==> src/logic/axi_word_pkg.sv <==
// link word format as delivered by the video-over-link receiver
// imported by the decoder, the serializer and the top level

package axi_word_pkg;

    // ======================================================================
    // received word
    // ======================================================================
    typedef logic [63:0] word_t;   // one 64-bit link word

    // kind field lives in bits 15:14 of every word
    typedef enum logic [1:0] {
        KIND_NONE   = 2'd0,   // filler, ignored
        KIND_SINGLE = 2'd1,   // one pixel in 39:16
        KIND_PAIR   = 2'd2,   // first pixel 39:16, second 63:40
        KIND_FRAME  = 2'd3    // frame start, marker in 63:16
    } word_kind_t;

    // marker required in 63:16 of a frame start word
    localparam logic [47:0] FRAME_MARKER = 48'hFEFE_FEFE_FEFE;

    // ======================================================================
    // ring queue entry, 50 bits
    // ======================================================================
    typedef struct packed {
        logic [23:0] pix_hi;   // second pixel of a pair
        logic [23:0] pix_lo;   // first (or only) pixel
        word_kind_t  kind;     // copied from the word
    } entry_t;

endpackage

==> src/logic/word_decoder.sv <==
// classifies link words; flags the first valid frame start and
// packs pixel words into ring entries once armed

module word_decoder (
    input  logic                 pixel_clk,
    input  logic                 rst_n,
    input  logic                 rx_valid,
    input  axi_word_pkg::word_t  rx_data,
    input  logic                 ring_full,
    output logic                 frame_start,   // one-cycle strobe
    output logic                 ring_push,
    output axi_word_pkg::entry_t ring_entry
);
    import axi_word_pkg::*;

    word_kind_t kind;
    logic       is_frame;     // kind 3 with full marker
    logic       is_pixel;     // single or pair
    logic       armed;        // set by first frame start

    assign kind     = word_kind_t'(rx_data[15:14]);
    assign is_frame = (kind == KIND_FRAME) && (rx_data[63:16] == FRAME_MARKER);
    assign is_pixel = (kind == KIND_SINGLE) || (kind == KIND_PAIR);

    // ======================================================================
    // frame start detect
    // ======================================================================
    // only the first marker counts, later ones are ignored
    always_ff @(posedge pixel_clk or negedge rst_n) begin
        if (!rst_n) begin
            frame_start <= 1'b0;
            armed       <= 1'b0;
        end else begin
            frame_start <= rx_valid && is_frame && !armed;
            if (rx_valid && is_frame)
                armed <= 1'b1;
        end
    end

    // ======================================================================
    // entry packing
    // ======================================================================
    // written straight into the ring so the head updates next cycle
    // a full ring drops the word, source cannot be stalled
    assign ring_push = rx_valid && armed && is_pixel && !ring_full;

    always_comb begin
        ring_entry.kind   = kind;
        ring_entry.pix_lo = rx_data[39:16];                    // first pixel
        ring_entry.pix_hi = (kind == KIND_PAIR) ? rx_data[63:40] : '0;
    end

endmodule

==> config.mk <==
export PLATFORM = sky130hd
export DESIGN_NAME = word_decoder
export DESIGN_NICKNAME = d
export VERILOG_FILES = /design/src/logic/axi_word_pkg.sv /design/src/logic/word_decoder.sv
export SDC_FILE = /design/constraint.sdc
export NUM_CORES = 1
export LEC_CHECK = 0
export ABC_AREA = 1
export BUFFER_PORTS_ARGS = -buffer_cell sky130_fd_sc_hd__buf_2
export CAP_MARGIN = 25
export CORE_UTILIZATION = 30
export CTS_CLUSTER_DIAMETER = 120
export DETAILED_ROUTE_END_ITERATION = 8
export PLACE_DENSITY = 0.87
export SYNTH_ARGS = -nofsm -noshare
export SYNTH_HDL_FRONTEND = slang
export SYNTH_SLANG_ARGS = --single-unit
==> constraint.sdc <==
create_clock -name pixel_clk -period 1.6 [get_ports pixel_clk]
set_clock_uncertainty 0.15 [all_clocks]
set_input_delay 0.24 -clock pixel_clk [delete_from_list [all_inputs] [get_ports pixel_clk]]
set_output_delay 0.24 -clock pixel_clk [all_outputs]
set_load 0.005 [all_outputs]
* Yosys cells after proc, flatten, opt, wreduce, memory -nomap -nowiden
Cells that the tools add are included.
** Operators by class
- $lt $le $gt $ge :: 0
- Reduce and logical (&&, ||, !) cells :: 9
- Divide/modulo/power cells :: 0
- Add/sub/neg operators :: 0
- Bitwise logic cells :: 0
- Equal/unequal tests :: 4
- Mux-type cells :: 1
- Multipliers :: 0
- Shift-type cells :: 0
** Operators by type and width (count)
- $eq 48x48->1 const B :: 1
- $mux 24 :: 1
- $logic_and 1x1->1 :: 6
- $eq 2x2->1 const B :: 2
- $eq 2x1->1 const B :: 1
- $logic_not 1->1 :: 2
- $logic_or 1x1->1 :: 1
** Word-level totals
- Bits of input ports :: 68
- Bits in latches :: 0
- Memories :: 0
- Output and inout port bits :: 52
- Bits in writable memories :: 0
- Bits in read-only memories :: 0
- Register bits :: 2
- Word-level logic and storage cells :: 16

* Longest topological paths before layout
- Depth after elaboration :: 4
- Mapped depth :: 8

* Worst setup path after synthesis
OpenSTA, ideal clock, no wires.
- Path type :: input to output
- From :: in rx_data[14]
- To :: out ring_entry[26] (netlist name)
- Stages :: 5
- Data arrival time :: 794 ps
- Setup slack :: 416 ps
- Path buffers :: 1
- Path through :: inv_1 -> ha_1 -> buf_2 -> nand2_1 -> inv_1
** RTL lines
- from (decl) :: line word_decoder.sv:8 : input axi_word_pkg::word_t rx_data,
- to (decl) :: line word_decoder.sv:12 : output axi_word_pkg::entry_t ring_entry

==> results.yml <==
run_status:
  status: "complete, no violations"
layout:
  regArea_sq_um: 50.05
  final_nets: 296
  areaGrowthSynthToFinish_pct: 58.45
  fin_util_pct: 50.91
  fillCellCount: 238
  stdcell_count: 252
  drive_gt1_share_pct: 51.34
  multi_input_area_sq_um: 317.8
  diodes: 0
drt:
  dr_total_vias: 998
  finalWirelength_um: 1856
  remaining_drc_errors: 0
  wire_per_inst_um: 7.365
  post_drt_via_cell_ratio: 3.960
  first_pass_iters: 3
  dr.first_iter.drc_count: 5
  ant_nets: 0
global_routing:
  grt_pass1_wl_um: 2649
  track_usage_pct: 13.03
  grt-ovfl-total: 0
  antenna_found_initial: 0
  grt_max_degree: 25
  grt_pass1_vias: 708
clock_network:
  cts_max_level: 1
  clk_latency_ns: 0.22
  clk_path_buf_depth: 2
  root_buffer: "clkbuf_4"
  cts_buffers: 3
  clock-sinks: 2
  cts_tree: "built"
  postCtsSetupBuffers: 0
  clk_pin_slew_ns: 0.03
floorplanning:
  fp.dieH_um: 50.67
  start_util_pct: 32.13
  die_w_um: 50.67
  coreArea_sq_mm: 0.002212
  io_pins: 120
  rows: 17
  fp.dieArea_sq_mm: 0.002567
yosys:
  synth.distinct_cells: 11
  ys.flop_type: "dfrtp_1"
  synth_top_area_share_pct: 27.46
  ys_warn_count: 0
  post_synth.cell_area_avg_sq_um: 5.040
  yosysMostFrequentCell: "nand2_1"
  ys_ff_latch: 2
  syn_inst: 141
  yosys-top-cells-area: "buf_4 (27%), nand2_1 (26%), inv_1 (21%)"
  synth_largest_area_cell: "buf_4"
  synth_edf_count: 0
  syn_nets: 211
  syn_area_sq_um: 710.7
  synth_top_cells_by_count: "nand2_1 (50), inv_1 (40), buf_4 (26)"
  synthArstFlopShare_pct: 100.0
  ys_seq_area_share_pct: 7.042
setup_path:
  arrival_ns: 0.96
  startpoint: "rx_data[14]"
  crit_type: "in2out"
  cp_max_fo: 24
  rr_startpoint: "armed"
  max_stage_delay_ns: 0.29
  start_kind: "primary input"
  cp_slowest_cell: "ha_4"
  cp.required_ns: 1.21
  path_cells: "buf_2 -> inv_1 -> ha_4 -> nand2_1 -> inv_1 -> buf_2"
  critPathCaptureType: "primary output"
timing:
  rsz0062_at_grt: "no"
  tightest_slew_ns: 0.2373
  max_slew_margin_pct: 84.18
  fmax_ghz: 0.7381
  finalSetupViolations: 0
  fin_crit_ns: 1.355
  slew_viol_final: 0
  hold_viol: 0
  period_share_pct: 84.68
power_and_ir_drop:
  leakage_nw: 0.9268
  ir_drop_mv: 0.3244
  powerDensity_mw_per_mm2: 323.1
placement:
  gp_congestion: 0.7087
  portBuffers: 105
  dp_hpwl_um: 1615
  numPlacedInstances: 248
flow_run:
  max_cap_viol_count: 0
min_path:
  worstHoldPathType: "in2async"
-- area by class of cell --
cell class              instances  share of cell area [%]
flip-flops and latches          2                   4.444
clock buffers                   3                   2.000
inverters                      40                   13.33
well taps                      28                   3.111
repair buffers                108                   48.89
multi-input cells              71                   28.22
-- power breakdown --
| group | leakage (nW) | switching (mW) | total [mW] | internal, mW |
|---|---|---|---|---|
| Clock | 0.0138 | 0.0259 | 0.108 | 0.0825 |
| Sequential | 0.0227 | 0 | 0.0510 | 0.0510 |
| Combinational | 0.890 | 0.0929 | 0.205 | 0.112 |
-- state kept, by name (all words and copies together), names as in the netlist --
signal	count
armed	1
frame_start	1
-- cells by family after synthesis --
family                   after synthesis  synth area share, %
adder cells (fa/ha/maj)                2                3.521
buffers and inverters                 68                50.00
flip-flops                             2                7.043
AND/OR/NAND/NOR                       69                39.44
-- repair_timing --
action / 4_1_cts / 5_1_grt
resized for setup: 1 / 1
hold endpoints to repair: 2 / 0
setup endpoints to repair: 24 / 1
hold buffers: 1 / 0
-- cell usage in the layout (no fill, tap or decap) --
cell type,netlist,layout
inv_1,40,40
ha_4,0,1
nor2_1,9,9
nand2_1,50,50
dfrtp_1,2,2
buf_4,26,2
nor3_1,1,1
ha_1,2,1
dlygate4sd3_1,0,1
nor2_2,4,4
nand3_1,2,2
buf_2,2,105
nand4_1,3,3
clkbuf_4,0,3
-- layer usage --
metal / global-route usage, % / vias to the layer above / wire [um] / part of all wire, %
met5: 0 / - / 0 / 0
met4: 2.778 / 0 / 0 / 0
met3: 2.727 / 0 / 227 / 12
met2: 28.00 / 65 / 948 / 51
met1: 12.01 / 398 / 680 / 37
li1: - / 535 / - / -
-- critical path, delay by kind of cell --
family	cells	cell delay, ns
buffers and inverters	4	0.35
adder cells (fa/ha/maj)	1	0.29
AND/OR/NAND/NOR	1	0.08
-- per-stage QoR --
step | power [mW] | setup TNS, ns | hold WS [ns] | cell area (sq um) | setup WS [ns]
6_report | 0.3639 | 0 | 0.1899 | 1126 | 0.2451
5_1_grt | 0.3945 | 0 | 0.1955 | 1126 | 0.1378
4_1_cts | 0.3653 | 0 | 0.1929 | 1116 | 0.1219
3_5_place_dp | 0.2504 | -2.399 | -0.1225 | 1081 | -0.1111
3_3_place_gp | 0.2476 | -2.063 | -0.1254 | 1081 | -0.09732
2_1_floorplan | 0.1576 | 0 | -0.2056 | 710.7 | 0.4163
-- final timing paths --
path | slack (ns) | end | cells past startpoint
setup / recovery | 0.25 | ring_entry[32] | 6
hold / removal | 0.19 | frame_start | 2
setup reg to reg | 0.84 | armed | 2
hold reg to reg | 0.31 | frame_start | 1
max in group asynchronous | 1.01 | armed | 2
min in group pixel_clk | 0.27 | frame_start | 5
Note: power is estimated with default switching activity, not from simulation.
