`src/logic/fifo_sync.sv`:
```
// single-clock show-ahead FIFO, head valid whenever empty is low
// payload type set per instance; push and pop allowed in one cycle

module fifo_sync #(
    parameter int  DEPTH     = 16,
    parameter type payload_t = logic [7:0]
) (
    input  logic     pixel_clk,
    input  logic     rst_n,
    input  logic     push,
    input  payload_t wdata,
    input  logic     pop,
    output payload_t rdata,      // current head
    output logic     empty,
    output logic     full
);
    localparam int AW = (DEPTH > 1) ? $clog2(DEPTH) : 1;
    localparam int CW = $clog2(DEPTH + 1);

    payload_t        mem [DEPTH];
    logic [AW-1:0]   wr_ptr, rd_ptr;
    logic [CW-1:0]   count;          // occupancy
    logic            do_push, do_pop;

    assign do_push = push && !full;   // push into a full FIFO is ignored
    assign do_pop  = pop && !empty;

    assign empty = (count == '0);
    assign full  = (count == CW'(DEPTH));
    assign rdata = mem[rd_ptr];        // read straight from storage

    // storage, no reset
    always_ff @(posedge pixel_clk) begin
        if (do_push)
            mem[wr_ptr] <= wdata;
    end

    // pointers wrap at DEPTH-1, any depth works
    always_ff @(posedge pixel_clk or negedge rst_n) begin
        if (!rst_n) begin
            wr_ptr <= '0;
            rd_ptr <= '0;
            count  <= '0;
        end else begin
            if (do_push)
                wr_ptr <= (wr_ptr == AW'(DEPTH - 1)) ? '0 : wr_ptr + 1'b1;
            if (do_pop)
                rd_ptr <= (rd_ptr == AW'(DEPTH - 1)) ? '0 : rd_ptr + 1'b1;
            case ({do_push, do_pop})
                2'b10:   count <= count + 1'b1;
                2'b01:   count <= count - 1'b1;
                default: count <= count;          // both or neither
            endcase
        end
    end

endmodule

```
`config.mk`:
```
export PLATFORM = sky130hd
export DESIGN_NAME = fifo_sync
export DESIGN_NICKNAME = d
export VERILOG_FILES = /design/src/logic/fifo_sync.sv
export SDC_FILE = /design/constraint.sdc
export NUM_CORES = 1
export LEC_CHECK = 0
export BUFFER_PORTS_ARGS = -buffer_cell sky130_fd_sc_hd__clkbuf_2
export CORE_MARGIN = 2
export CORE_UTILIZATION = 55
export CTS_BUF_LIST = sky130_fd_sc_hd__clkbuf_16
export DETAILED_ROUTE_END_ITERATION = 16
export PLACE_DENSITY = 0.72
export SKIP_CTS_REPAIR_TIMING = 1
export SYNTH_ARGS = -nofsm -noshare
export SYNTH_HDL_FRONTEND = slang
export SYNTH_SLANG_ARGS = --single-unit
```
`constraint.sdc`:
```
create_clock -name pixel_clk -period 2.55 [get_ports pixel_clk]
set_clock_uncertainty 0.15 [all_clocks]
set_input_delay 0.765 -clock pixel_clk [delete_from_list [all_inputs] [get_ports pixel_clk]]
set_output_delay 0.765 -clock pixel_clk [all_outputs]
set_load 0.005 [all_outputs]
```
Yosys cells after proc, flatten, opt, wreduce, memory -nomap -nowiden
Memories as Yosys holds them, arrays and structs flattened.
Cells that the tools add are included.
- RAM bits: 128
- memory bits (read-only): 0
- register bits: 13
- input port bits: 12
- memories: 1
- output and inout port bits: 10
- latch bits: 0
- word-level logic and storage cells: 24
- memories (name ; depth ; bits a word ; rd ports ; clocked after Yosys merged registers in ; wr ports ; RTL line ; text):
    mem ; 16 ; 8 ; 1 ; 0 ; 1 ; 20 ; payload_t mem [DEPTH];
- reductions and logical operators: 6
- divide/modulo/power cells: 0
- shifts and indexed selects: 0
- mux-type cells: 5
- multiply operators: 0
- add/subtract/negate cells: 4
- eq/ne operators: 5
- order comparisons: 0
- bitwise logic cells: 0
- operator list (cell ; number):
    case mux 5 bit (2 select lines) ; 1
    adder 4 x 1 -> 4 bit (second input constant) ; 2
    == test 4 bit (second input constant) ; 2
    2-to-1 mux 4 bit ; 2
    adder 5 x 1 -> 5 bit (second input constant) ; 1
    == test 5 bit (second input constant) ; 1
    logical NOT 5 bit ; 1
    subtractor 5 x 1 -> 5 bit (second input constant) ; 1
    == test 2 x 1 -> 1 bit (second input constant) ; 1
    == test 2 bit (second input constant) ; 1
    logical AND 1 bit ; 2
    logical NOT 1 bit ; 2
    2-to-1 mux 1 bit ; 2
    nonzero test 2 bit ; 1

Logic depth before layout (Yosys ltp)
- depth after elaboration: 5
- depth in mapped cells: 10
- mapped depth without buffers: 9

Worst setup path after synthesis
Ideal clock, no wire load.
- path type: input to register
- start point: in push
- end point: reg count[4]
- stages: 9
- arrival time: 2535 ps
- setup slack: -215 ps
- required time: 2320 ps
- buffers on the path: 1
- cells stage by stage: a21boi_0 buf_2 inv_1 ha_1 fa_1 a21o_1 a21oi_1 mux2i_1 xnor2_1
- word-level cells in the longest chain between the ends: 3
- RTL lines (item ; RTL line ; text):
    start, declared ; 10 ; input logic push,
    logical AND 1 bit * ; 25 ; assign do_push = push && !full;
    == test 2 x 1 -> 1 bit or == test 2 bit (tied branches) ; 49 ; case ({do_push, do_pop})
    case mux 5 bit (2 select lines) or nonzero test 2 bit (tied branches) ; n/a ;
    end signal, assigned ; 50 ; 2'b10: count <= count + 1'b1;
    end signal, assigned ; 51 ; 2'b01: count <= count - 1'b1;
    end signal, assigned ; 52 ; default: count <= count;
    end, declared ; 22 ; logic [CW-1:0] count;
Mark *: on every way between the ends. The rest lies on a longest branch, timed or not.
A chain may end at the register's enable or synchronous reset.

==> out/results.txt <==
Min Tclk post-route - 2.93 ns
Post-Syn Nets - 333
Worst EP arrival - 2.02 ns
Crit Path Category - reg2out
Yosys warning total - 0
Post-synth cell types - 39
DP HPWL - 7.38 mm
H-tree depth - 4
Worst min path class - in2async
Primary FF master, synth - edfxtp_1
Crit end category - output port
Critical path's top delay family - multiplexers
FF-to-FF End - count[4]
Worst IR drop on VDD - 0.650 mV
Violated checks - setup timing
Pin count of the biggest net entering global routing - 26
Number of diodes - 0
Nets - 393
Worst r2r src - count[2]
Routability congestion estimate - 0.790
Sink Count - 141
Total negative setup slack - -2.71 ns
Endpoints failing setup - 10
# DRC - 0
TritonRoute pass-1 iters - 4
First-pass GRT wire length - 18.1 mm
Crit path max fanout - 10
RSZ-0062 raised after global routing - true
Vias post-DR - 3,024
Max Clk Rate - 341 MHz
DIE AREA - 11,300 µm²
Worst-margin pin slew - 0.388 ns
Die span in y - 106 µm
CP max stage cell - mux4_2
Vias per cell - 5.82
Synth Cell Area - 5770 µm²
Vias in the first global route - 3,073
Number of synthesized register bits - 141
Post-DRT Antenna Nets - 0
Crit-path cells - buf_12, mux4_2, a32oi_2, o21ai_1, clkbuf_2
CP max stage delay - 0.55 ns
Layout cells sized above 1 - 33.1%
Fin util - 67.7%
Synth Instances - 311
Final period util - 115%
Slew headroom - 74.2%
Buf+Inv Stages, Crit Path - 2
I/O pins - 22
TritonCTS clock tree - built
Clock buffer depth - 2
Required @ worst endpoint - 1.64 ns
Initial antenna violation count - 0
Port bufs - 21
Hold Fails Final Rpt - 0
MaxCap Viol Count - 0
Mean Syn Cell Area - 18.5 µm²
Worst Setup SP - rd_ptr[0]
Crit path depth - 5
Die Width - 106 µm
Total gr overflow - 0
Number of synthesized flops with an enable pin - 128
Fin cells - 520
Worst setup SP type - register
Drt wl/cell - 23.0 µm
Synth-to-layout area growth - 20.2%
GRT Util Overall - 23.1%
Core area - 10,200 µm²
Worst skew pair latency - 0.42 ns
CTS root buf - clkbuf_16
Routed WL - 12.0 mm
Post-Place Cells - 484
Sequential fraction of the synthesis area - 72.3%
LEAKAGE - 2.47 nW
Register-to-Register Path Depth - 8
Crit path to - rdata[7]
Num rows - 37
Final WS setup - -0.384 ns
Cell Pwr Density - 1170 nW/µm²
Clock transition at path regs - 0.06 ns
Initial core utilization - 56.4%
Num CTS Buffers - 17
Post-Place Setup Slack - -0.0812 ns
Status - finished, violations left
Ys async rst share - 9.22%
Iter 0 DRT Violations - 252
Reg2reg setup slack - -0.02 ns
Slew Viols, Final - 0
[sequential cells by signal, summed over array words and instances, names as in the netlist]
signal / count
mem: 128
count: 5
rd_ptr: 4
wr_ptr: 4
[power breakdown]
group / internal [mW] / switching (mW) / total (mW)
clock: 1.50 / 0.838 / 2.34
sequential: 2.83 / 0.184 / 3.01
combinational: 1.33 / 1.40 / 2.73
[worst reg2reg max path, stage by stage, from the launching register on]
cell and delay [ns]:
dfrtp_1 0.38, or4_4 0.57, o21a_4 0.23, ha_4 0.18
fa_2 0.34, a21o_1 0.17, a21oi_2 0.12, mux2i_1 0.22
xnor2_1 0.09
[kinds of logic after synthesis]
| logic type | synth area share (%) |
|---|---|
| flops | 72.3 |
| mux | 14.4 |
| compound gates | 4.97 |
| simple gates | 3.28 |
| buf+inv | 1.80 |
| fa+ha+maj | 2.30 |
| xor+xnor | 0.911 |
[metal layers]
| layer | vias up | wire, µm | global-route usage [%] |
|---|---|---|---|
| li1 | 1373 | - | - |
| met1 | 1503 | 4740 | 29.5 |
| met2 | 122 | 6010 | 36.2 |
| met3 | 26 | 843 | 7.48 |
| met4 | 0 | 383 | 10.9 |
| met5 | - | 0 | 0 |
[how the worst min path moves through the flow]
stage               cells after the start  slack (ns)       from        end
detailed placement                      1        0.43  rd_ptr[3]  rd_ptr[3]
CTS                                     1        0.11      rst_n   count[4]
global placement                        1        0.42   count[4]   count[4]
floorplan                               0        0.32      rst_n   count[0]
global route                            1        0.14      rst_n   count[4]
finish                                  1        0.11      rst_n  wr_ptr[1]
[stage by stage]
stage	instance area, µm²	power, mW	hold slack (ns)
floorplan	5780	4.68	0.319
global placement	6240	5.48	0.416
detailed placement	6240	5.56	0.425
CTS	6800	7.92	0.113
global route	6930	8.49	0.140
finish	6930	8.08	0.111
[cells in the mapped netlist (2+ instances only)]
| master | n | area share (%) |
|---|---|---|
| inv_1 | 4 | 0.26 |
| nand2b_1 | 2 | 0.22 |
| buf_2 | 4 | 0.35 |
| a21oi_1 | 3 | 0.26 |
| buf_6 | 2 | 0.39 |
| dfrtp_1 | 13 | 5.6 |
| xnor2_1 | 5 | 0.76 |
| nand3_1 | 3 | 0.26 |
| edfxtp_1 | 128 | 67 |
| ha_1 | 9 | 2.0 |
| a22oi_1 | 8 | 1.0 |
| nor2b_1 | 2 | 0.22 |
| a21o_1 | 2 | 0.26 |
| mux2i_1 | 25 | 4.3 |
| buf_1 | 3 | 0.20 |
| and2_1 | 2 | 0.22 |
| nand2_1 | 10 | 0.65 |
| clkbuf_1 | 4 | 0.26 |
| nor3_1 | 5 | 0.43 |
| a32oi_1 | 8 | 1.2 |
| mux4_2 | 24 | 9.4 |
| nor2_1 | 15 | 0.98 |
| o21ai_0 | 7 | 0.61 |
| o21ai_1 | 6 | 0.52 |
| mux2_4 | 2 | 0.52 |
| buf_4 | 2 | 0.26 |
[cell type report]
class                   count  area (µm²)
clock buffers              17         425
clock inverters            15         140
fillers                   647        3300
inverters                   4        15.0
multi-input cells         150        1580
flip-flops and latches    141        4170
well taps                 136         170
repair buffers             57         424
[placed cells by master, fill, tap and decap left out, types with 4 or more instances in the layout]
cell and instances:
a22oi_1 4, a22oi_2 4, a32oi_1 6, buf_4 31, clkbuf_16 17, clkbuf_2 20
clkinv_1 4, clkinv_2 4, dfrtp_1 11, edfxtp_1 128, ha_1 8, inv_1 8
mux2i_1 25, mux4_2 24, nand2_1 10, nor2_1 14, nor3_1 5, o21ai_0 4
o21ai_1 9, xnor2_1 5
No activity file was read; power rests on OpenSTA's default activity.
