$ cat src/logic/video_pkg.sv
// pixel and raster counter types, plus default 1080p60 timing
// the top level seeds its timing parameters from these defaults

package video_pkg;

    typedef logic [23:0] rgb_t;   // rgb888, r in 23:16
    typedef logic [11:0] cnt_t;   // h/v raster counter

    // ======================================================================
    // 1080p60 defaults, pixel clock 148.5 MHz
    // ======================================================================
    // horizontal, in pixel clocks
    localparam int DEF_H_SYNC  = 44;
    localparam int DEF_H_BACK  = 148;
    localparam int DEF_H_DISP  = 1920;
    localparam int DEF_H_FRONT = 88;    // total 2200

    // vertical, in lines
    localparam int DEF_V_SYNC  = 5;
    localparam int DEF_V_BACK  = 36;
    localparam int DEF_V_DISP  = 1080;
    localparam int DEF_V_FRONT = 4;     // total 1125

    // cycles from frame start strobe to raster enable
    localparam int DEF_START_DELAY = 8;

endpackage

$ cat src/logic/video_timing.sv
// raster generator: armed by frame_start after a fixed delay, then
// free-running h/v counters with registered hs, vs and de

module video_timing #(
    parameter int H_SYNC      = video_pkg::DEF_H_SYNC,
    parameter int H_BACK      = video_pkg::DEF_H_BACK,
    parameter int H_DISP      = video_pkg::DEF_H_DISP,
    parameter int H_FRONT     = video_pkg::DEF_H_FRONT,
    parameter int V_SYNC      = video_pkg::DEF_V_SYNC,
    parameter int V_BACK      = video_pkg::DEF_V_BACK,
    parameter int V_DISP      = video_pkg::DEF_V_DISP,
    parameter int V_FRONT     = video_pkg::DEF_V_FRONT,
    parameter int START_DELAY = video_pkg::DEF_START_DELAY
) (
    input  logic            pixel_clk,
    input  logic            rst_n,
    input  logic            frame_start,
    input  video_pkg::rgb_t pix_head,
    input  logic            pix_empty,
    output logic            pix_pop,
    output logic            video_hs,     // active low sync
    output logic            video_vs,     // active low sync
    output logic            video_de,
    output video_pkg::rgb_t video_rgb
);
    import video_pkg::*;

    localparam cnt_t H_TOTAL = cnt_t'(H_SYNC + H_BACK + H_DISP + H_FRONT);
    localparam cnt_t V_TOTAL = cnt_t'(V_SYNC + V_BACK + V_DISP + V_FRONT);
    localparam cnt_t H_ACT_BEG = cnt_t'(H_SYNC + H_BACK);
    localparam cnt_t H_ACT_END = cnt_t'(H_SYNC + H_BACK + H_DISP);
    localparam cnt_t V_ACT_BEG = cnt_t'(V_SYNC + V_BACK);
    localparam cnt_t V_ACT_END = cnt_t'(V_SYNC + V_BACK + V_DISP);
    localparam int   DW        = $clog2(START_DELAY + 1);

    logic [DW-1:0] delay_cnt;
    logic          sync_en;        // raster running
    cnt_t          h_cnt, v_cnt;
    logic          h_act, v_act;

    // ======================================================================
    // start delay
    // ======================================================================
    always_ff @(posedge pixel_clk or negedge rst_n) begin
        if (!rst_n) begin
            delay_cnt <= '0;
            sync_en   <= 1'b0;
        end else if (!sync_en) begin
            if (frame_start && delay_cnt == '0) begin
                delay_cnt <= DW'(START_DELAY);
            end else if (delay_cnt != '0) begin
                delay_cnt <= delay_cnt - 1'b1;
                if (delay_cnt == DW'(1))
                    sync_en <= 1'b1;            // runs freely from here
            end
        end
    end

    // ======================================================================
    // h/v counters and registered outputs
    // ======================================================================
    assign h_act = (h_cnt >= H_ACT_BEG) && (h_cnt < H_ACT_END);
    assign v_act = (v_cnt >= V_ACT_BEG) && (v_cnt < V_ACT_END);

    always_ff @(posedge pixel_clk or negedge rst_n) begin
        if (!rst_n) begin
            h_cnt    <= '0;
            v_cnt    <= '0;
            video_hs <= 1'b0;
            video_vs <= 1'b0;
            video_de <= 1'b0;
        end else begin
            if (sync_en) begin
                if (h_cnt == H_TOTAL - 1'b1) begin      // end of line
                    h_cnt <= '0;
                    v_cnt <= (v_cnt == V_TOTAL - 1'b1) ? '0 : v_cnt + 1'b1;
                end else begin
                    h_cnt <= h_cnt + 1'b1;
                end
            end
            // one cycle behind the counters, all low until enabled
            video_hs <= sync_en && (h_cnt >= cnt_t'(H_SYNC));
            video_vs <= sync_en && (v_cnt >= cnt_t'(V_SYNC));
            video_de <= sync_en && h_act && v_act;
        end
    end

    // pop on every de cycle with data, black on underflow
    assign pix_pop   = video_de && !pix_empty;
    assign video_rgb = pix_pop ? pix_head : '0;

endmodule

$ cat config.mk
export PLATFORM = sky130hd
export DESIGN_NAME = video_timing
export DESIGN_NICKNAME = d
export VERILOG_FILES = /design/src/logic/video_pkg.sv /design/src/logic/video_timing.sv
export SDC_FILE = /design/constraint.sdc
export NUM_CORES = 1
export LEC_CHECK = 0
export BUFFER_PORTS_ARGS = -buffer_cell sky130_fd_sc_hd__buf_2
export CORE_ASPECT_RATIO = 1.2
export CORE_MARGIN = 2
export CORE_UTILIZATION = 47
export DETAILED_ROUTE_END_ITERATION = 10
export PLACE_DENSITY = 0.72
export SLEW_MARGIN = 30
export SYNTH_ARGS = -nofsm -noshare
export SYNTH_HDL_FRONTEND = slang
export SYNTH_SLANG_ARGS = --single-unit
$ cat constraint.sdc
create_clock -name pixel_clk -period 2.15 [get_ports pixel_clk]
set_input_delay 0.215 -clock pixel_clk [delete_from_list [all_inputs] [get_ports pixel_clk]]
set_output_delay 0.215 -clock pixel_clk [all_outputs]
set_load 0.1 [all_outputs]
---- Word level (Yosys, flattened, before mapping) ----
Index checks and enable logic that the tools add are counted.
W data, S select, Z words.
storage, ports and cells
  bits in registers ....................... 32
  logic and storage cells ................. 43
  input bits .............................. 28
  output and inout bits ................... 28
cells by class
  eq/ne operators ......................... 3
  order comparisons ....................... 6
  add/sub/neg operators ................... 3
  reductions and logical operators ........ 14
  muxes and demuxes ....................... 9
  bitwise operators ....................... 1
operators with widths
  kind                     number
  $add A12 B1 Y12 const B  2
  $ge A12 B6 Y1 const B    2
  $mux W12                 2
  $mux W24                 1
  $eq A12 B11 Y1 const B   1
  $eq A12 B12 Y1 const B   1
  $ge A12 B3 Y1 const B    1
  $ge A12 B8 Y1 const B    1
  $lt A12 B11 Y1 const B   1
  $lt A12 B12 Y1 const B   1
  $logic_and A1 B1 Y1      8
  $mux W4                  2
  $eq A4 B1 Y1 const B     1
  $logic_not A4 Y1         1
  $mux W1                  4
  $reduce_and A2 Y1        2
  $reduce_bool A4 Y1       1
  $sub A4 B1 Y4 const B    1
  $reduce_bool A2 Y1       1
  $logic_not A1 Y1         1
  $not A1 Y1               1

---- Depth between registers and ports, before layout ----
  word-level depth ........................ 5
  gate-level depth with buffers ........... 7
  depth with buffers taken out ............ 6

---- Least setup slack after synthesis ----
No wires, ideal clock.
  kind .................................... reg2out
  start ................................... register video_de
  end ..................................... output port video_rgb[14]
  arrival time ............................ 3115 ps
  slack ................................... -1180 ps
  required time ........................... 1935 ps
  buffers on the path ..................... 1
  stages on the path, launching flop included .. 4
  path through ............................ dfrtp_1 nor2b_1 clkbuf_1 and2_1
between the ends
  word-level cells in the longest chain between the ends .. 2
ends and longest elaborated chain
  what                      RTL line            text
  start: declaration        video_timing.sv:23  output logic video_de,
  start signal: assignment  video_timing.sv:84  video_de <= sync_en && h_act && v_act;
  $logic_and A1 B1 Y1       video_timing.sv:89  assign pix_pop = video_de && !pix_empty;
  named net pix_pop         video_timing.sv:20  output logic pix_pop,
  $mux W24                  video_timing.sv:90  assign video_rgb = pix_pop ? pix_head : '0;
  end: declaration          video_timing.sv:24  output video_pkg::rgb_t video_rgb
The timed path passes the listed nets, and every way through them passes these cells.

---- Worst setup path in the final report ----
  start ................................... register h_cnt[9]
  end ..................................... register v_cnt[8]
between the ends
  word-level cells in the longest chain between the ends .. 2
ends and longest elaborated chain
  what                                RTL line            text
  start: declaration                  video_timing.sv:38  cnt_t h_cnt, v_cnt;
  start signal: assignment            video_timing.sv:78  h_cnt <= h_cnt + 1'b1;
  $eq A12 B12 Y1                      video_timing.sv:74  if (h_cnt == H_TOTAL - 1'b1) begin
  $reduce_and A2 Y1 (no source line)  --
  end signal: assignment              video_timing.sv:76  v_cnt <= (v_cnt == V_TOTAL - 1'b1) ? '0 : v_cnt + 1'b1;
  end: declaration                    video_timing.sv:38
No other way between the ends.
A chain may end at the register's enable or synchronous reset.

==> results.txt <==
----------------------------------------------------
[Synthesis]
  Sequential element share of the synthesized area ... 0.4033
  Number of instances in the synthesized netlist ... 224
  Number of distinct library cells after synthesis ... 41
  Ys async rst share ... 1.000
  Flip-flop and latch count after synthesis ... 32
  Mapped Area ... 1986 µm²
  Average cell area after synthesis ... 8.865 µm²
  Most common flop cell mapped by yosys ... dfrtp_1
  Number of synthesized flops with an enable pin ... 0
  Net count after synthesis ... 259
  Synth Warn # ... 0

[STA]
  Headroom to the max-slew limit ... 0.5322
  Worst hold margin ... 0.3222 ns
  Share of the cycle needed by the critical path after routing ... 0.9324
  Slew of the pin with the lowest slew margin ... 0.7017 ns
  Final Max Tran Viols ... 0
  Upper clock frequency limit ... 0.4988 GHz
  Count of endpoints failing setup in the final report ... 0
  Post-route minimum period ... 2.005 ns
  Hold Vio Cnt, Final ... 0
  Final Skew ... 0.006534 ns
  Setup repair after global routing missed its margin ... no
  Post-route setup TNS ... 0 ns

[Cells and area]
  Area of the multi-input gates ... 1105 µm²
  Area growth from synthesis to final layout ... 44.93%
  Number of fill cells in the layout ... 310
  Share of the core filled with cells in the final layout ... 0.7188
  NumNets Final ... 325
  Area taken by flip-flops and latches ... 802.0 µm²
  Final antenna diode count ... 0
  Final non-filler cell total ... 344
  Share of final-layout standard cells stronger than drive strength 1 ... 0.3448

[GRT]
  Overall Global Routing Usage ... 0.2295
  Met3 track demand over resource ... 0.04036
  Antenna violations before repair ... 0
  Total grt overflow ... 0
  Number of global-route vias before repair ... 1784
  Global-route wire length before repair ... 8445 µm
  Busiest metal layer after global routing ... met2
  Pin count of the biggest net entering global routing ... 33
  Fraction of met1 tracks used by global routing ... 0.2659
  Global routing met2 resource utilization ... 0.4304

[Clock network]
  Clock Tree Buf Depth ... 2
  Clock root cell ... clkbuf_8
  CTS H-Tree Depth ... 2
  Inserted Clock Buffers ... 5
  CTS sink cnt ... 32
  Clock tree from TritonCTS ... built
  Clock transition at the registers of the reported paths ... 0.07 ns
  Insertion delay to the later sink of the worst-skew pair ... 0.29 ns

[Place]
  Port buffer count ... 55
  DPL Wire Length ... 3906 µm
  Routability-driven placement congestion ratio ... 0.8977
  Instance count after placement with tap cells included ... 336

[Die]
  Area of the core ... 4004 µm²
  Number of I/O pins ... 56
  Die Footprint ... 4763 µm²
  Number of placement rows ... 25
  Vertical extent of the die ... 75.20 µm
  Initial cell density of the core ... 0.4959
  Overall die width ... 63.34 µm

[Setup path]
  Critical path, cell by cell ... or4_1 -> or4_4 -> or4b_1 -> o21ai_1
  Critical path arrival ... 2.22 ns
  Slowest cell on the critical path ... or4_1
  Data required time at the worst endpoint ... 2.37 ns
  Critical path's top delay family ... simple AND/OR/NAND/NOR gates
  Startpoint kind of the worst setup timing path ... flop
  Delay of the slowest cell on the worst path ... 0.54 ns
  Sum of buffers and inverters on the critical path ... 0
  Highest fanout seen on the critical path ... 2
  Type of the setup path with the least slack ... reg2reg
  Kind of end point of the critical path ... flop

[Pwr]
  Leak Pwr ... 1.343 nW
  Worst IR drop on VDD ... 454.7 µV
  Share of power burned in registers ... 0.528
  Switching Fraction ... 0.2059
  Power spent charging and discharging nets ... 0.2347 mW
  Internal cell power ... 0.9052 mW
  Clock share of power ... 0.441
  Power per unit of standard cell area ... 396.1 nW/µm²
  Part of the power in combinational logic ... 0.031

[Drt]
  Remaining number of nets flagged by the antenna check after routing ... 0
  Wirelength per Cell ... 14.80 µm
  Via-per-instance ratio ... 5.384
  Final wirelength ... 5091 µm
  Detailed Routing Iterations Pass 1 ... 4
  DRC errors left ... 0
  Overall via count from detail_route ... 1852
  Drt initial violations ... 63

[Job]
  Number of max-cap violations ... 0

[Hold path]
  Path type of the worst min-delay path ... in2reg

[Outcome]
  Status ... finished clean

----------------------------------------------------
[final timing paths]
path | from | to | slack (ns) | cells after the start
setup / recovery | h_cnt[9] | v_cnt[8] | 0.15 | 4
hold / removal | frame_start | delay_cnt[1] | 0.32 | 4
setup reg to reg | h_cnt[9] | v_cnt[8] | 0.15 | 4
hold reg to reg | h_cnt[6] | h_cnt[6] | 0.51 | 1
max in group asynchronous | rst_n | video_de | 1.15 | 2
min in group asynchronous | rst_n | v_cnt[0] | 0.51 | 2
[worst register-to-register path: cells and delay by family (launching register included)]
kind,cells,cell delay (ns)
AND/OR/NAND/NOR,3,1.48
AO/OA/AOI/OAI,1,0.09
flip-flops,1,0.37
[layout by cell type, fill, tap and decap left out, types with 5 or more instances in the layout]
cell type  count
dfrtp_1       31
buf_2         31
buf_12        24
and2_2        19
inv_1         17
nand3_1       13
buf_4         13
nand2_1       12
a21oi_1       12
nor2_1         9
nor3_1         8
o21ai_0        7
ha_1           7
clkbuf_8       7
and2_1         6
mux2i_1        6
nand4_1        5
xor2_1         5
and3_1         5
[cell usage after synthesis, types with 2 or more instances]
| cell | instances | area (µm²) |
|---|---|---|
| dfrtp_1 | 32 | 800.8 |
| and2_1 | 25 | 156.4 |
| inv_1 | 17 | 63.81 |
| nand3_1 | 13 | 65.06 |
| a21oi_1 | 12 | 60.06 |
| nand2_1 | 12 | 45.04 |
| nor2_1 | 9 | 33.78 |
| clkbuf_1 | 8 | 30.03 |
| nor3_1 | 8 | 40.04 |
| o21ai_0 | 8 | 40.04 |
| ha_1 | 7 | 87.58 |
| mux2i_1 | 6 | 60.06 |
| and3_1 | 5 | 31.28 |
| nand4_1 | 5 | 31.28 |
| xor2_1 | 5 | 43.79 |
| a21o_1 | 4 | 30.03 |
| nand2b_1 | 4 | 25.02 |
| nor4_1 | 4 | 25.02 |
| nor2b_1 | 3 | 18.77 |
| nor4b_1 | 3 | 26.28 |
| or3_1 | 3 | 18.77 |
| or4_1 | 3 | 22.52 |
| xnor2_1 | 3 | 26.28 |
| a2111oi_0 | 2 | 17.52 |
| a31o_2 | 2 | 17.52 |
| buf_2 | 2 | 10.01 |
| nand3b_1 | 2 | 15.01 |
| nor3b_1 | 2 | 15.01 |
| o21bai_1 | 2 | 15.01 |
| o22ai_1 | 2 | 12.51 |
[per-layer routing]
layer	vias up	routed length (µm)	share of wire
met1	873	1976	0.39
met2	51	2816	0.55
li1	919	-	-
met5	-	0	0
met3	9	205	0.040
met4	0	92	0.018
[final cells by class]
type | instances | share of cell area
multi-input combinational | 165 | 0.3839
tap | 54 | 0.02348
inverter | 17 | 0.02217
timing repair buffer | 69 | 0.2583
sequential | 32 | 0.2787
clock buffer | 7 | 0.03348
[through the flow]
stage	instance area (µm²)	power, mW	setup slack [ns]
CTS	2878	1.148	0.1412
global route	2878	1.174	0.001350
detailed placement	2771	0.6475	0.1445
finish	2878	1.140	0.1454
floorplan	2014	0.6141	0.01167
global placement	2771	0.6465	0.1811
[state kept, by name, indices dropped and copies added (netlist names)]
signal,flops
delay_cnt,4
h_cnt,12
video_vs,1
video_de,1
sync_en,1
v_cnt,12
video_hs,1
[power by group through the flow]
stage / Combinational (mW) / Sequential, mW / Clock [mW]
6_report: 0.0350 / 0.602 / 0.503
5_1_grt: 0.0402 / 0.602 / 0.532
4_1_cts: 0.0364 / 0.602 / 0.509
3_5_place_dp: 0.0343 / 0.613 / 0
3_3_place_gp: 0.0332 / 0.613 / 0
2_1_floorplan: 0.000694 / 0.613 / 0
[timing repair]
action | 4_1_cts | 5_1_grt
gates resized for setup | 0 | 0
endpoints found under the hold margin | 10 | 0
hold buffers | 1 | 0
buffers inserted | 0 | 0
[logic make-up after synthesis]
family / Yosys count / synth area share
mux: 6 / 0.03025
compound gates: 38 / 0.1229
flops: 32 / 0.4033
fa+ha+maj: 7 / 0.04411
buf+inv: 27 / 0.05230
xor+xnor: 8 / 0.03529
simple gates: 106 / 0.3119
No activity file was read; power rests on OpenSTA's default activity.
