--- src/logic/axi_word_pkg.sv ---
// link word format as delivered by the video-over-link receiver
// imported by the decoder, the serializer and the top level

package axi_word_pkg;

    // ======================================================================
    // received word
    // ======================================================================
    typedef logic [63:0] word_t;   // one 64-bit link word

    // kind field lives in bits 15:14 of every word
    typedef enum logic [1:0] {
        KIND_NONE   = 2'd0,   // filler, ignored
        KIND_SINGLE = 2'd1,   // one pixel in 39:16
        KIND_PAIR   = 2'd2,   // first pixel 39:16, second 63:40
        KIND_FRAME  = 2'd3    // frame start, marker in 63:16
    } word_kind_t;

    // marker required in 63:16 of a frame start word
    localparam logic [47:0] FRAME_MARKER = 48'hFEFE_FEFE_FEFE;

    // ======================================================================
    // ring queue entry, 50 bits
    // ======================================================================
    typedef struct packed {
        logic [23:0] pix_hi;   // second pixel of a pair
        logic [23:0] pix_lo;   // first (or only) pixel
        word_kind_t  kind;     // copied from the word
    } entry_t;

endpackage

--- src/logic/video_pkg.sv ---
// pixel and raster counter types, plus default 1080p60 timing
// the top level seeds its timing parameters from these defaults

package video_pkg;

    typedef logic [23:0] rgb_t;   // rgb888, r in 23:16
    typedef logic [11:0] cnt_t;   // h/v raster counter

    // ======================================================================
    // 1080p60 defaults, pixel clock 148.5 MHz
    // ======================================================================
    // horizontal, in pixel clocks
    localparam int DEF_H_SYNC  = 44;
    localparam int DEF_H_BACK  = 148;
    localparam int DEF_H_DISP  = 1920;
    localparam int DEF_H_FRONT = 88;    // total 2200

    // vertical, in lines
    localparam int DEF_V_SYNC  = 5;
    localparam int DEF_V_BACK  = 36;
    localparam int DEF_V_DISP  = 1080;
    localparam int DEF_V_FRONT = 4;     // total 1125

    // cycles from frame start strobe to raster enable
    localparam int DEF_START_DELAY = 8;

endpackage

--- src/logic/pixel_serializer.sv ---
// splits ring entries into single pixels, one per cycle
// pair = two cycles, entry popped together with its last pixel

module pixel_serializer (
    input  logic                 pixel_clk,
    input  logic                 rst_n,
    input  axi_word_pkg::entry_t ring_head,
    input  logic                 ring_empty,
    input  logic                 pix_full,
    output logic                 ring_pop,
    output logic                 pix_push,    // registered write strobe
    output video_pkg::rgb_t      pix_data
);
    import axi_word_pkg::*;
    import video_pkg::*;

    logic half_sel;     // first pixel of pair already sent
    logic advance;      // take a step this cycle
    logic is_pix;       // head carries pixels
    logic last;         // this step finishes the entry
    rgb_t next_pix;

    // pending write is held while the pixel FIFO is full
    assign advance  = !pix_full && !ring_empty;
    assign is_pix   = (ring_head.kind == KIND_SINGLE) || (ring_head.kind == KIND_PAIR);
    assign last     = (ring_head.kind != KIND_PAIR) || half_sel;  // kind none pops at once
    assign ring_pop = advance && last;
    assign next_pix = (ring_head.kind == KIND_PAIR && half_sel) ? ring_head.pix_hi
                                                                : ring_head.pix_lo;

    always_ff @(posedge pixel_clk or negedge rst_n) begin
        if (!rst_n) begin
            pix_push <= 1'b0;
            half_sel <= 1'b0;
        end else if (!pix_full) begin
            pix_push <= advance && is_pix;
            if (advance && ring_head.kind == KIND_PAIR)
                half_sel <= !half_sel;    // lo then hi
        end
    end

    always_ff @(posedge pixel_clk) begin
        if (advance)
            pix_data <= next_pix;
    end

endmodule

--- config.mk ---
export PLATFORM = sky130hd
export DESIGN_NAME = pixel_serializer
export DESIGN_NICKNAME = d
export VERILOG_FILES = /design/src/logic/axi_word_pkg.sv /design/src/logic/video_pkg.sv /design/src/logic/pixel_serializer.sv
export SDC_FILE = /design/constraint.sdc
export NUM_CORES = 1
export LEC_CHECK = 0
export BUFFER_PORTS_ARGS = -buffer_cell sky130_fd_sc_hd__buf_2
export CAP_MARGIN = 20
export CORE_MARGIN = 4
export CORE_UTILIZATION = 41
export CTS_CLUSTER_DIAMETER = 200
export DETAILED_ROUTE_END_ITERATION = 8
export HOLD_SLACK_MARGIN = 0.15
export PLACE_DENSITY_LB_ADDON = 0.1
export SETUP_SLACK_MARGIN = 0.1
export SLEW_MARGIN = 40
export SYNTH_ARGS = -nofsm -noshare
export SYNTH_HDL_FRONTEND = slang
export SYNTH_SLANG_ARGS = --single-unit
--- constraint.sdc ---
create_clock -name pixel_clk -period 2.35 [get_ports pixel_clk]
set_input_delay 0.3525 -clock pixel_clk [delete_from_list [all_inputs] [get_ports pixel_clk]]
set_output_delay 0.3525 -clock pixel_clk [all_outputs]
set_load 0.005 [all_outputs]
# After elaboration in Yosys (flattened, before gate mapping)
# Cells that the tools add are included.
word_totals:
  regBits: 26
  in_bits: 54
op_classes:
  n_eq_ne: 3
  muxes: 1
  n_bitwise: 1
  reduce_logical: 11
op_table:
  columns: ["op", "count"]
  rows:
  - ["$mux 24", 1]
  - ["$logic_and 1x1->1", 5]
  - ["$logic_not 1->1", 3]
  - ["$eq 2x1->1 const B", 1]
  - ["$eq 2x2->1 const B", 1]
  - ["$logic_or 1x1->1", 2]
  - ["$ne 2x2->1 const B", 1]
  - ["$reduce_and 2->1", 1]
  - ["$not 1->1", 1]

# Depth between registers and ports, before layout
# Gate-level depths: netlist of run 1.
depth:
  ltp_word: 4
  mapped_depth: 5

# Worst setup path after synthesis of run 1
# Ideal clock, no wire load.
synth_path:
  path_type: "input port to output port"
  startpoint: "input ring_empty"
  endpoint: "output ring_pop"
  arrival_time_ns: 1.712
  required_time_ns: 1.997
  setup_slack_ns: 0.285
  cell_stages: 2
  cell_sequence: "nor2_1 a21boi_0"
synth_between:
  elab_chain_cells: 3
synth_rtl:
  columns: ["element", "line", "text"]
  rows:
  - ["start: declaration", "pixel_serializer.sv:8", "input logic ring_empty,"]
  - ["$logic_not 1->1", "pixel_serializer.sv:24", "assign advance = !pix_full && !ring_empty;"]
  - ["$logic_and 1x1->1", "pixel_serializer.sv:24", null]
  - ["$logic_and 1x1->1", "pixel_serializer.sv:27", "assign ring_pop = advance && last;"]
  - ["end: declaration", "pixel_serializer.sv:10", "output logic ring_pop,"]
# No other way between the ends.

# Worst setup path in the final report of run 1
layout_path:
  startpoint: "register half_sel"
  endpoint: "register pix_data[5] (data pin)"
layout_between:
  elab_chain_cells: 2
layout_rtl:
  columns: ["element", "line", "text"]
  rows:
  - ["start: declaration", "pixel_serializer.sv:17", "logic half_sel;"]
  - ["start signal: assignment", "pixel_serializer.sv:38", "half_sel <= !half_sel;"]
  - ["$logic_and 1x1->1", "pixel_serializer.sv:28", "assign next_pix = (ring_head.kind == KIND_PAIR && half_sel) ? ring_head.pix_hi"]
  - ["$mux 24", "pixel_serializer.sv:28", null]
  - ["net next_pix[5]", "pixel_serializer.sv:21", "rgb_t next_pix;"]
  - ["end signal: assignment", "pixel_serializer.sv:44", "pix_data <= next_pix;"]
  - ["end: declaration", "pixel_serializer.sv:12", "output video_pkg::rgb_t pix_data"]
# The timed path passes the listed nets, and every way through them passes these cells.
# A chain may end at the register's enable or synchronous reset.

==> results of run 1 <==
## cell type report
class	count	area, um2	area share [%]
sequential	26	771	46.0
tap	31	38.8	2.31
inverter	2	7.51	0.448
timing repair buffer	83	428	25.5
multi-input combinational	32	405	24.2
clock buffer	3	22.5	1.34
clock inverter	1	3.75	0.224
## metrics by stage
| step | cell area, um2 | utilization (%) |
|---|---|---|
| after floorplan | 1200 | - |
| after detailed placement | 1640 | 59.0 |
| final | 1680 | 60.3 |
| after CTS | 1680 | 60.3 |
| after global routing | 1680 | 60.3 |
| after global placement | 1640 | 59.0 |
## cell families after synthesis
kind of cell               after synthesis
AOI/OAI and AO/OA                        2
xor gates and xnor gates                 1
adders and majority gates                1
buffers and inverters                    4
DFF                                     26
muxes                                   24
and+or+nand+nor                          4
## power by group through the flow
stage | logic [mW] | clock network (mW) | registers [mW]
after floorplan | 0.155 | 0 | 0.582
after global placement | 0.240 | 0 | 0.576
after detailed placement | 0.253 | 0 | 0.579
after CTS | 0.255 | 0.196 | 0.569
after global routing | 0.271 | 0.222 | 0.573
final | 0.249 | 0.184 | 0.568
## worst max-delay path by stage
| stage | start | endpoint | slack (ns) | depth (start not counted) |
|---|---|---|---|---|
| floorplan | ring_empty | ring_pop | 0.29 | 2 |
| detailed placement | ring_head[0] | pix_data[6]$_DFFE_PP_ | 0.51 | 6 |
| finish | half_sel$_DFFE_PN0P_ | pix_data[5]$_DFFE_PP_ | 0.84 | 3 |
| CTS | half_sel$_DFFE_PN0P_ | pix_data[5]$_DFFE_PP_ | 0.82 | 3 |
| global route | half_sel$_DFFE_PN0P_ | pix_data[5]$_DFFE_PP_ | 0.79 | 3 |
| global placement | ring_head[0] | pix_data[1]$_DFFE_PP_ | 0.56 | 6 |
## metal layers
metal | GRT usage [%] | share of wire [%] | up-vias
met4 | 4.88 | 0.46 | 0
met1 | 12.1 | 30 | 389
li1 | - | - | 406
met5 | 0 | 0 | -
met2 | 27.6 | 58 | 48
met3 | 4.68 | 11 | 2
## synth_stat cells
| library cell | number | area, um2 |
|---|---|---|
| edfxtp_1 | 24 | 721 |
| mux2_4 | 20 | 300 |
| mux2_2 | 4 | 45.0 |
| buf_6 | 2 | 22.5 |
| dfrtp_1 | 2 | 50.1 |
| inv_1 | 2 | 7.51 |
| a21boi_0 | 1 | 7.51 |
| ha_1 | 1 | 12.5 |
| nand2_1 | 1 | 3.75 |
| nand2_2 | 1 | 6.26 |
| nor2_1 | 1 | 3.75 |
| nor3b_1 | 1 | 7.51 |
| o31ai_1 | 1 | 7.51 |
| xnor2_1 | 1 | 8.76 |
## critical path: stages (launching register included)
cell and delay, ns:
dfrtp_1 0.42, nand2_2 0.28, buf_4 0.27, mux2_4 0.31
## flip-flops by register name, indices dropped and copies added, names as in the netlist
register,flops
half_sel,1
pix_data,24
pix_push,1
==> results.md, run 1 <==
* Run status: completed
* Filler-free cell count of the finished design at 178
* Number of clock buffers inserted by TritonCTS at 3
* Setup violations, final at 0
* Most frequent cells in the layout: 79 x buf_2, 24 x edfxtp_1, 20 x mux2_4, 4 x mux2_2
* Clock power share at 18.4%
* Max_slew headroom at between 70% and 80%
* Core outline area at between 2000 and 3000 um2
* Routed length per placed instance at ~15 um
* Full die area at between 3000 and 4000 um2
* Maximum number of pins on one net before global-route repair at 25
* Wire length after detailed routing at about 2600 um
* Number of resized instances in the post-cts repair step at 0
* Worst setup path category: reg -> reg
* Total of fill cells in the finished design at around 240
* Share of total power in sequential cells at a little under three fifths
* Remaining design rule violation count at 0
* Switch share at 23.1%
* Number of diodes added for antenna fixing at 0
* Max rail drop VDD at between 300 and 400 uV
* Detailed router's first-iteration violation count at 8
* Post-route minimum period at 1.51 ns
* H-tree Lvls at 1
* Launch instance of the worst register-to-register path: half_sel$_DFFE_PN0P_
* Die Ht at 62.2 um
* Combinational power share at roughly 25%
* Mux cell area share after synthesis at between 20% and 30%
* Yosys warning total at 0
* Final number of max-transition violations at 0
* Syn Std Cell Area at 1200 um2
* Actual slew at the worst max-slew pin at around 0.34 ns
* Total number of nets in the final design at just over 200
* Synth unique cells at 14
* Post-CTS Setup Inserts at 0
* Overflow after GRT at 0
* Setup Slack @ Placement at 0.515 ns
* Endpoint arrival time on the critical path at 1.59 ns
* Leakage component of the power at ~0.83 nW
* Most common cell after layout, fill and taps aside: buf_2
* Critical path required time at about 2.4 ns
* Hold path endpoint: pix_push$_DFFE_PN0N_
* Number of buffers added to fix hold violations after cts at 1
* Number of antenna violations at the first check in global routing at 0
* Largest family of logic cells by synthesized area: multiplexers
* Starting Density at 43.3%
* First-pass GRT wire length at about 4200 um
* Post-synthesis xor/xnor area fraction at 0.728%
* Later-pin clock latency in the skew report at approximately 0.31 ns
* Achievable clock frequency at about 0.66 GHz
* Die span in x at slightly above 60 um
* Worst hold slack across all endpoints at about 0.27 ns
* Final hold viol count at 0
* Maximum capacitance violations at 0
* Hold Crit Depth at 2
* Synth Area in Compound Gates at 1.25%
* Fin Clk Skew at approximately 0.0067 ns
* Setup_tns at 0 ns
* Worst-path maximum fanout at 12
* Detailed-route via count at 845
* Post-Synthesis Net Count at ~120
* Largest buffer count on any clock path at 2
* Sw Pwr at around 0.23 mW
* Pwr dens at ~600 nW/um2
* Final period utilization at between 60% and 70%
* Internal reg-to-reg setup slack at approximately 0.84 ns
* CTS sink cnt at 26
* # rows at 19
* Total I/O pin count at 80
* Final total power at between 1 and 1.5 mW
* Weighted congestion reported at the end of routability-driven placement at between 0.7 and 0.8
* Internal Pwr Total at between 0.7 and 0.8 mW
* Worst R2R End: pix_data[5]$_DFFE_PP_
* Synth Register Bits at 26
* Average cell area after synthesis at a little under 20 um2
* Worst hold start: ring_empty
* Setup repair after global routing missed its margin: no
* Share of the yosys chip area belonging to registers at ~64%
* Number of placed instances with taps included at around 170
* Vias per Instance at between 4 and 5
* GR Util All Layers at about 14%
* Instance count of the mapped netlist at 62
* Startpoint kind of the worst setup timing path: flip-flop
* Count of input and output buffers at 79
* Count of nets left with antenna violations after detail routing at 0
* Simple-gate portion of the synthesized area at approximately 1.8%
* Number of search-and-repair iterations in the first detailed-routing pass at 4
* Half-perimeter wire length of the detailed placement result at between 2000 and 2500 um
* Vias in the first global route at between 900 and 1000
* Hold Path Class: in -> reg
* Root buf cell: clkbuf_4
* Setup crit end kind: flip-flop
* Number of cells on the worst reg-to-reg path at 3
* Fraction of layout cells with a size suffix above 1 at between 70% and 80%
* Synth Area in Adders at a little over 1%
* CTS clk-pin slew, worst paths at roughly 0.13 ns
* Clock tree from TritonCTS: done
* Setup slack of the critical path after layout at ~0.84 ns
* Area Growth Syn to Fin at 39.3%
No activity file was read; power rests on OpenSTA's default activity.
==> run 2: changes to the inputs <==
Settings changed: ABC_AREA from default to 1, CORE_UTILIZATION 41 to 37.
Clock period 2.35 ns to 1.38 ns, I/O delays scaled along.
==> results.md, run 2 <==
* Post-route minimum period at around 1.2 ns
* Vias in the first global route at between 1000 and 1500
* Crit-path slowest cell: dfrtp_1
* Remaining design rule violation count at 0
* Total of fill cells in the finished design at 324
* Overflow after GRT at 0
* Final number of max-transition violations at 0
* Most instantiated library cell after synthesis: nand2_1
* Fraction of post-synthesis cell area in the top cell type by area at between 50% and 60%
* CTS sink cnt at 26
* Max FFs per register at 24
* Final period utilization at 84.7%
* GR Util All Layers at roughly 14%
* Instance count of the mapped netlist at 120
* Post-Synthesis Net Count at about 180
* Critical path required time at between 1 and 1.5 ns
* Hold Path Class: in -> reg
* # rows at 20
* Achievable clock frequency at between 0.8 and 0.9 GHz
* Synth top cells by count: 54 x nand2_1, 25 x nand3_1, 24 x edfxtp_1
* Leakage component of the power at 0.921 nW
* Die span in x at 65.3 um
* Number of clock buffers inserted by TritonCTS at 3
* Final hold viol count at 0
* Worst setup path category: reg -> out
* Launch instance of the worst register-to-register path: half_sel$_DFFE_PN0P_
* Setup_tns at 0 ns
* Yosys warning total at 0
* Count of flip-flops with a built-in enable after synthesis at 24
* Fraction of layout cells with a size suffix above 1 at a little over two fifths
* Maximum number of pins on one net before global-route repair at 25
* Root buf cell: clkbuf_4
* Count of input and output buffers at 79
* Share of the yosys chip area belonging to registers at approximately 63%
* CTS clk-pin slew, worst paths at roughly 0.13 ns
* Clock tree from TritonCTS: done
* Starting Density at about two fifths
* Met2 Use GR at 26.0%
* Die Ht at ~65 um
* Setup crit end kind: primary output
* Run status: completed
* Most frequent cells in the layout: 79 x buf_2, 54 x nand2_1, 25 x nand3_1, 24 x edfxtp_1, 11 x dlygate4sd3_1
* Synth unique cells at 11
* Met1 layer usage reported by global route at around 17%
* GR met3 Demand/Resource at under 10%
* Critical path origin: half_sel$_DFFE_PN0P_
* Actual slew at the worst max-slew pin at between 0.2 and 0.3 ns
* Half-perimeter wire length of the detailed placement result at 2380 um
* Average cell area after synthesis at around 10 um2
* Count of nets left with antenna violations after detail routing at 0
* Max_slew headroom at approximately 83%
* Largest cells by area after synthesis: edfxtp_1 59%, nand2_1 17%, nand3_1 10%
* First-pass GRT wire length at slightly below 5000 um
* Gr busiest metal: met2
* Startpoint kind of the worst setup timing path: flip-flop
* Area Growth Syn to Fin at 47.9%
* Detailed router's first-iteration violation count at between 70 and 80
* Family of cells with the greatest summed delay on the critical path: flip-flops
* Routed length per placed instance at 12.2 um
* Core outline area at between 3000 and 4000 um2
* Biggest regs: pix_data x24, half_sel x1, pix_push x1
* Maximum capacitance violations at 0
* Largest buffer count on any clock path at 2
* Detailed-route via count at roughly 1200
* Wire length after detailed routing at between 3000 and 4000 um
* Number of diodes added for antenna fixing at 0
* Setup violations, final at 0
* Total I/O pin count at 80
* Register with the highest flop count: pix_data
* Worst hold start: ring_head[21]
* Dominant synthesized flop cell: edfxtp_1
* Full die area at approximately 4300 um2
* Number of search-and-repair iterations in the first detailed-routing pass at 4
* Post-synth top area cell: edfxtp_1
* Internal reg-to-reg setup slack at around 0.29 ns
* Total number of nets in the final design at 270
* Weighted congestion reported at the end of routability-driven placement at between 0.7 and 0.8
* Syn Std Cell Area at roughly 1200 um2
* Fraction of synthesis flops using an asynchronous set or reset pin at under 10%
* Later-pin clock latency in the skew report at about 0.31 ns
* Endpoint arrival time on the critical path at between 0.9 and 1 ns
* Number of antenna violations at the first check in global routing at 0
* Worst-path maximum fanout at 2
* Crit path buf inv count at 2
* H-tree Lvls at 1
* Max incr delay on CP at roughly 0.40 ns
* Setup repair after global routing missed its margin: no
* Vias per Instance at between 4 and 5
* Fin Clk Skew at 0.00136 ns
* Ordered cell list for the critical path: inv_1 -> a21boi_1 -> buf_2
* Synth Register Bits at 26
* Pwr dens at around 900 nW/um2
* Final total power at 1.62 mW
* Max rail drop VDD at 452 uV
* Most common cell after layout, fill and taps aside: buf_2
[run 2: cell count changes in the layout (fill, tap and decap cells not counted), sizes merged, moves of 5 or more]
cell	before	now
nand2	2	55
mux2	24	0
buf	82	87
nand3	0	25
dlygate4sd3	1	11
[run 2: cells by family after synthesis]
logic type / share of synthesized area, %
buffers and inverters: 6.79
AO/OA/AOI/OAI: 0.618
adder cells (fa/ha/maj): 1.03
flip-flops: 63.4
AND/OR/NAND/NOR: 28.2
[run 2: layout make-up]
class	count	area [um2]	share of cell area, %
clock buffers	4	26.3	1.46
repair buffers	98	566	31.4
flip-flops and latches	26	771	42.8
inverters	3	11.3	0.626
well taps	44	55.1	3.06
multi-input cells	83	370	20.6
[run 2: worst reg2reg max path: cells and delay by family, from the launching register on]
family	cells	cell delay [ns]
buffers and inverters	2	0.32
AND/OR/NAND/NOR	2	0.15
flip-flops	1	0.40
[run 2: report_power, final]
group | internal [mW] | leakage [nW] | switching (mW)
registers | 0.922 | 0.251 | 0.0125
logic | 0.173 | 0.656 | 0.184
clock network | 0.113 | 0.0150 | 0.212
[run 2: worst paths after layout]
| path | end | cells past startpoint |
|---|---|---|
| worst max-delay path | ring_pop | 3 |
| max in group asynchronous | half_sel$_DFFE_PN0P_ | 2 |
| worst max register to register | pix_data[11]$_DFFE_PP_ | 4 |
| worst min register to register | pix_push$_DFFE_PN0N_ | 2 |
| min in group asynchronous | pix_push$_DFFE_PN0N_ | 2 |
| worst min-delay path | pix_data[19]$_DFFE_PP_ | 3 |
[run 2: stage by stage]
step	worst slack (ns)	cell area (um2)	utilization (%)	cells	hold slack, ns
after floorplan	0.278	1220	-	120	-0.0886
final	0.211	1800	58.0	258	0.160
after global routing	0.136	1800	58.0	258	0.154
after global placement	0.138	1660	53.3	242	-0.00342
after detailed placement	0.107	1660	53.3	242	-0.00254
after CTS	0.194	1770	57.0	255	0.151
[run 2: what timing repair did]
item	CTS	global route
gates resized for setup	0	0
hold buffers	8	3
hold endpoints to repair	9	3
endpoints found under the setup margin	1	0
buffers inserted	1	0
[run 2: layer usage]
| metal | up-vias | wire [um] |
|---|---|---|
| li1 | 588 | - |
| met5 | - | 0 |
| met3 | 4 | 283 |
| met4 | 0 | 29 |
| met2 | 50 | 1610 |
| met1 | 541 | 1220 |
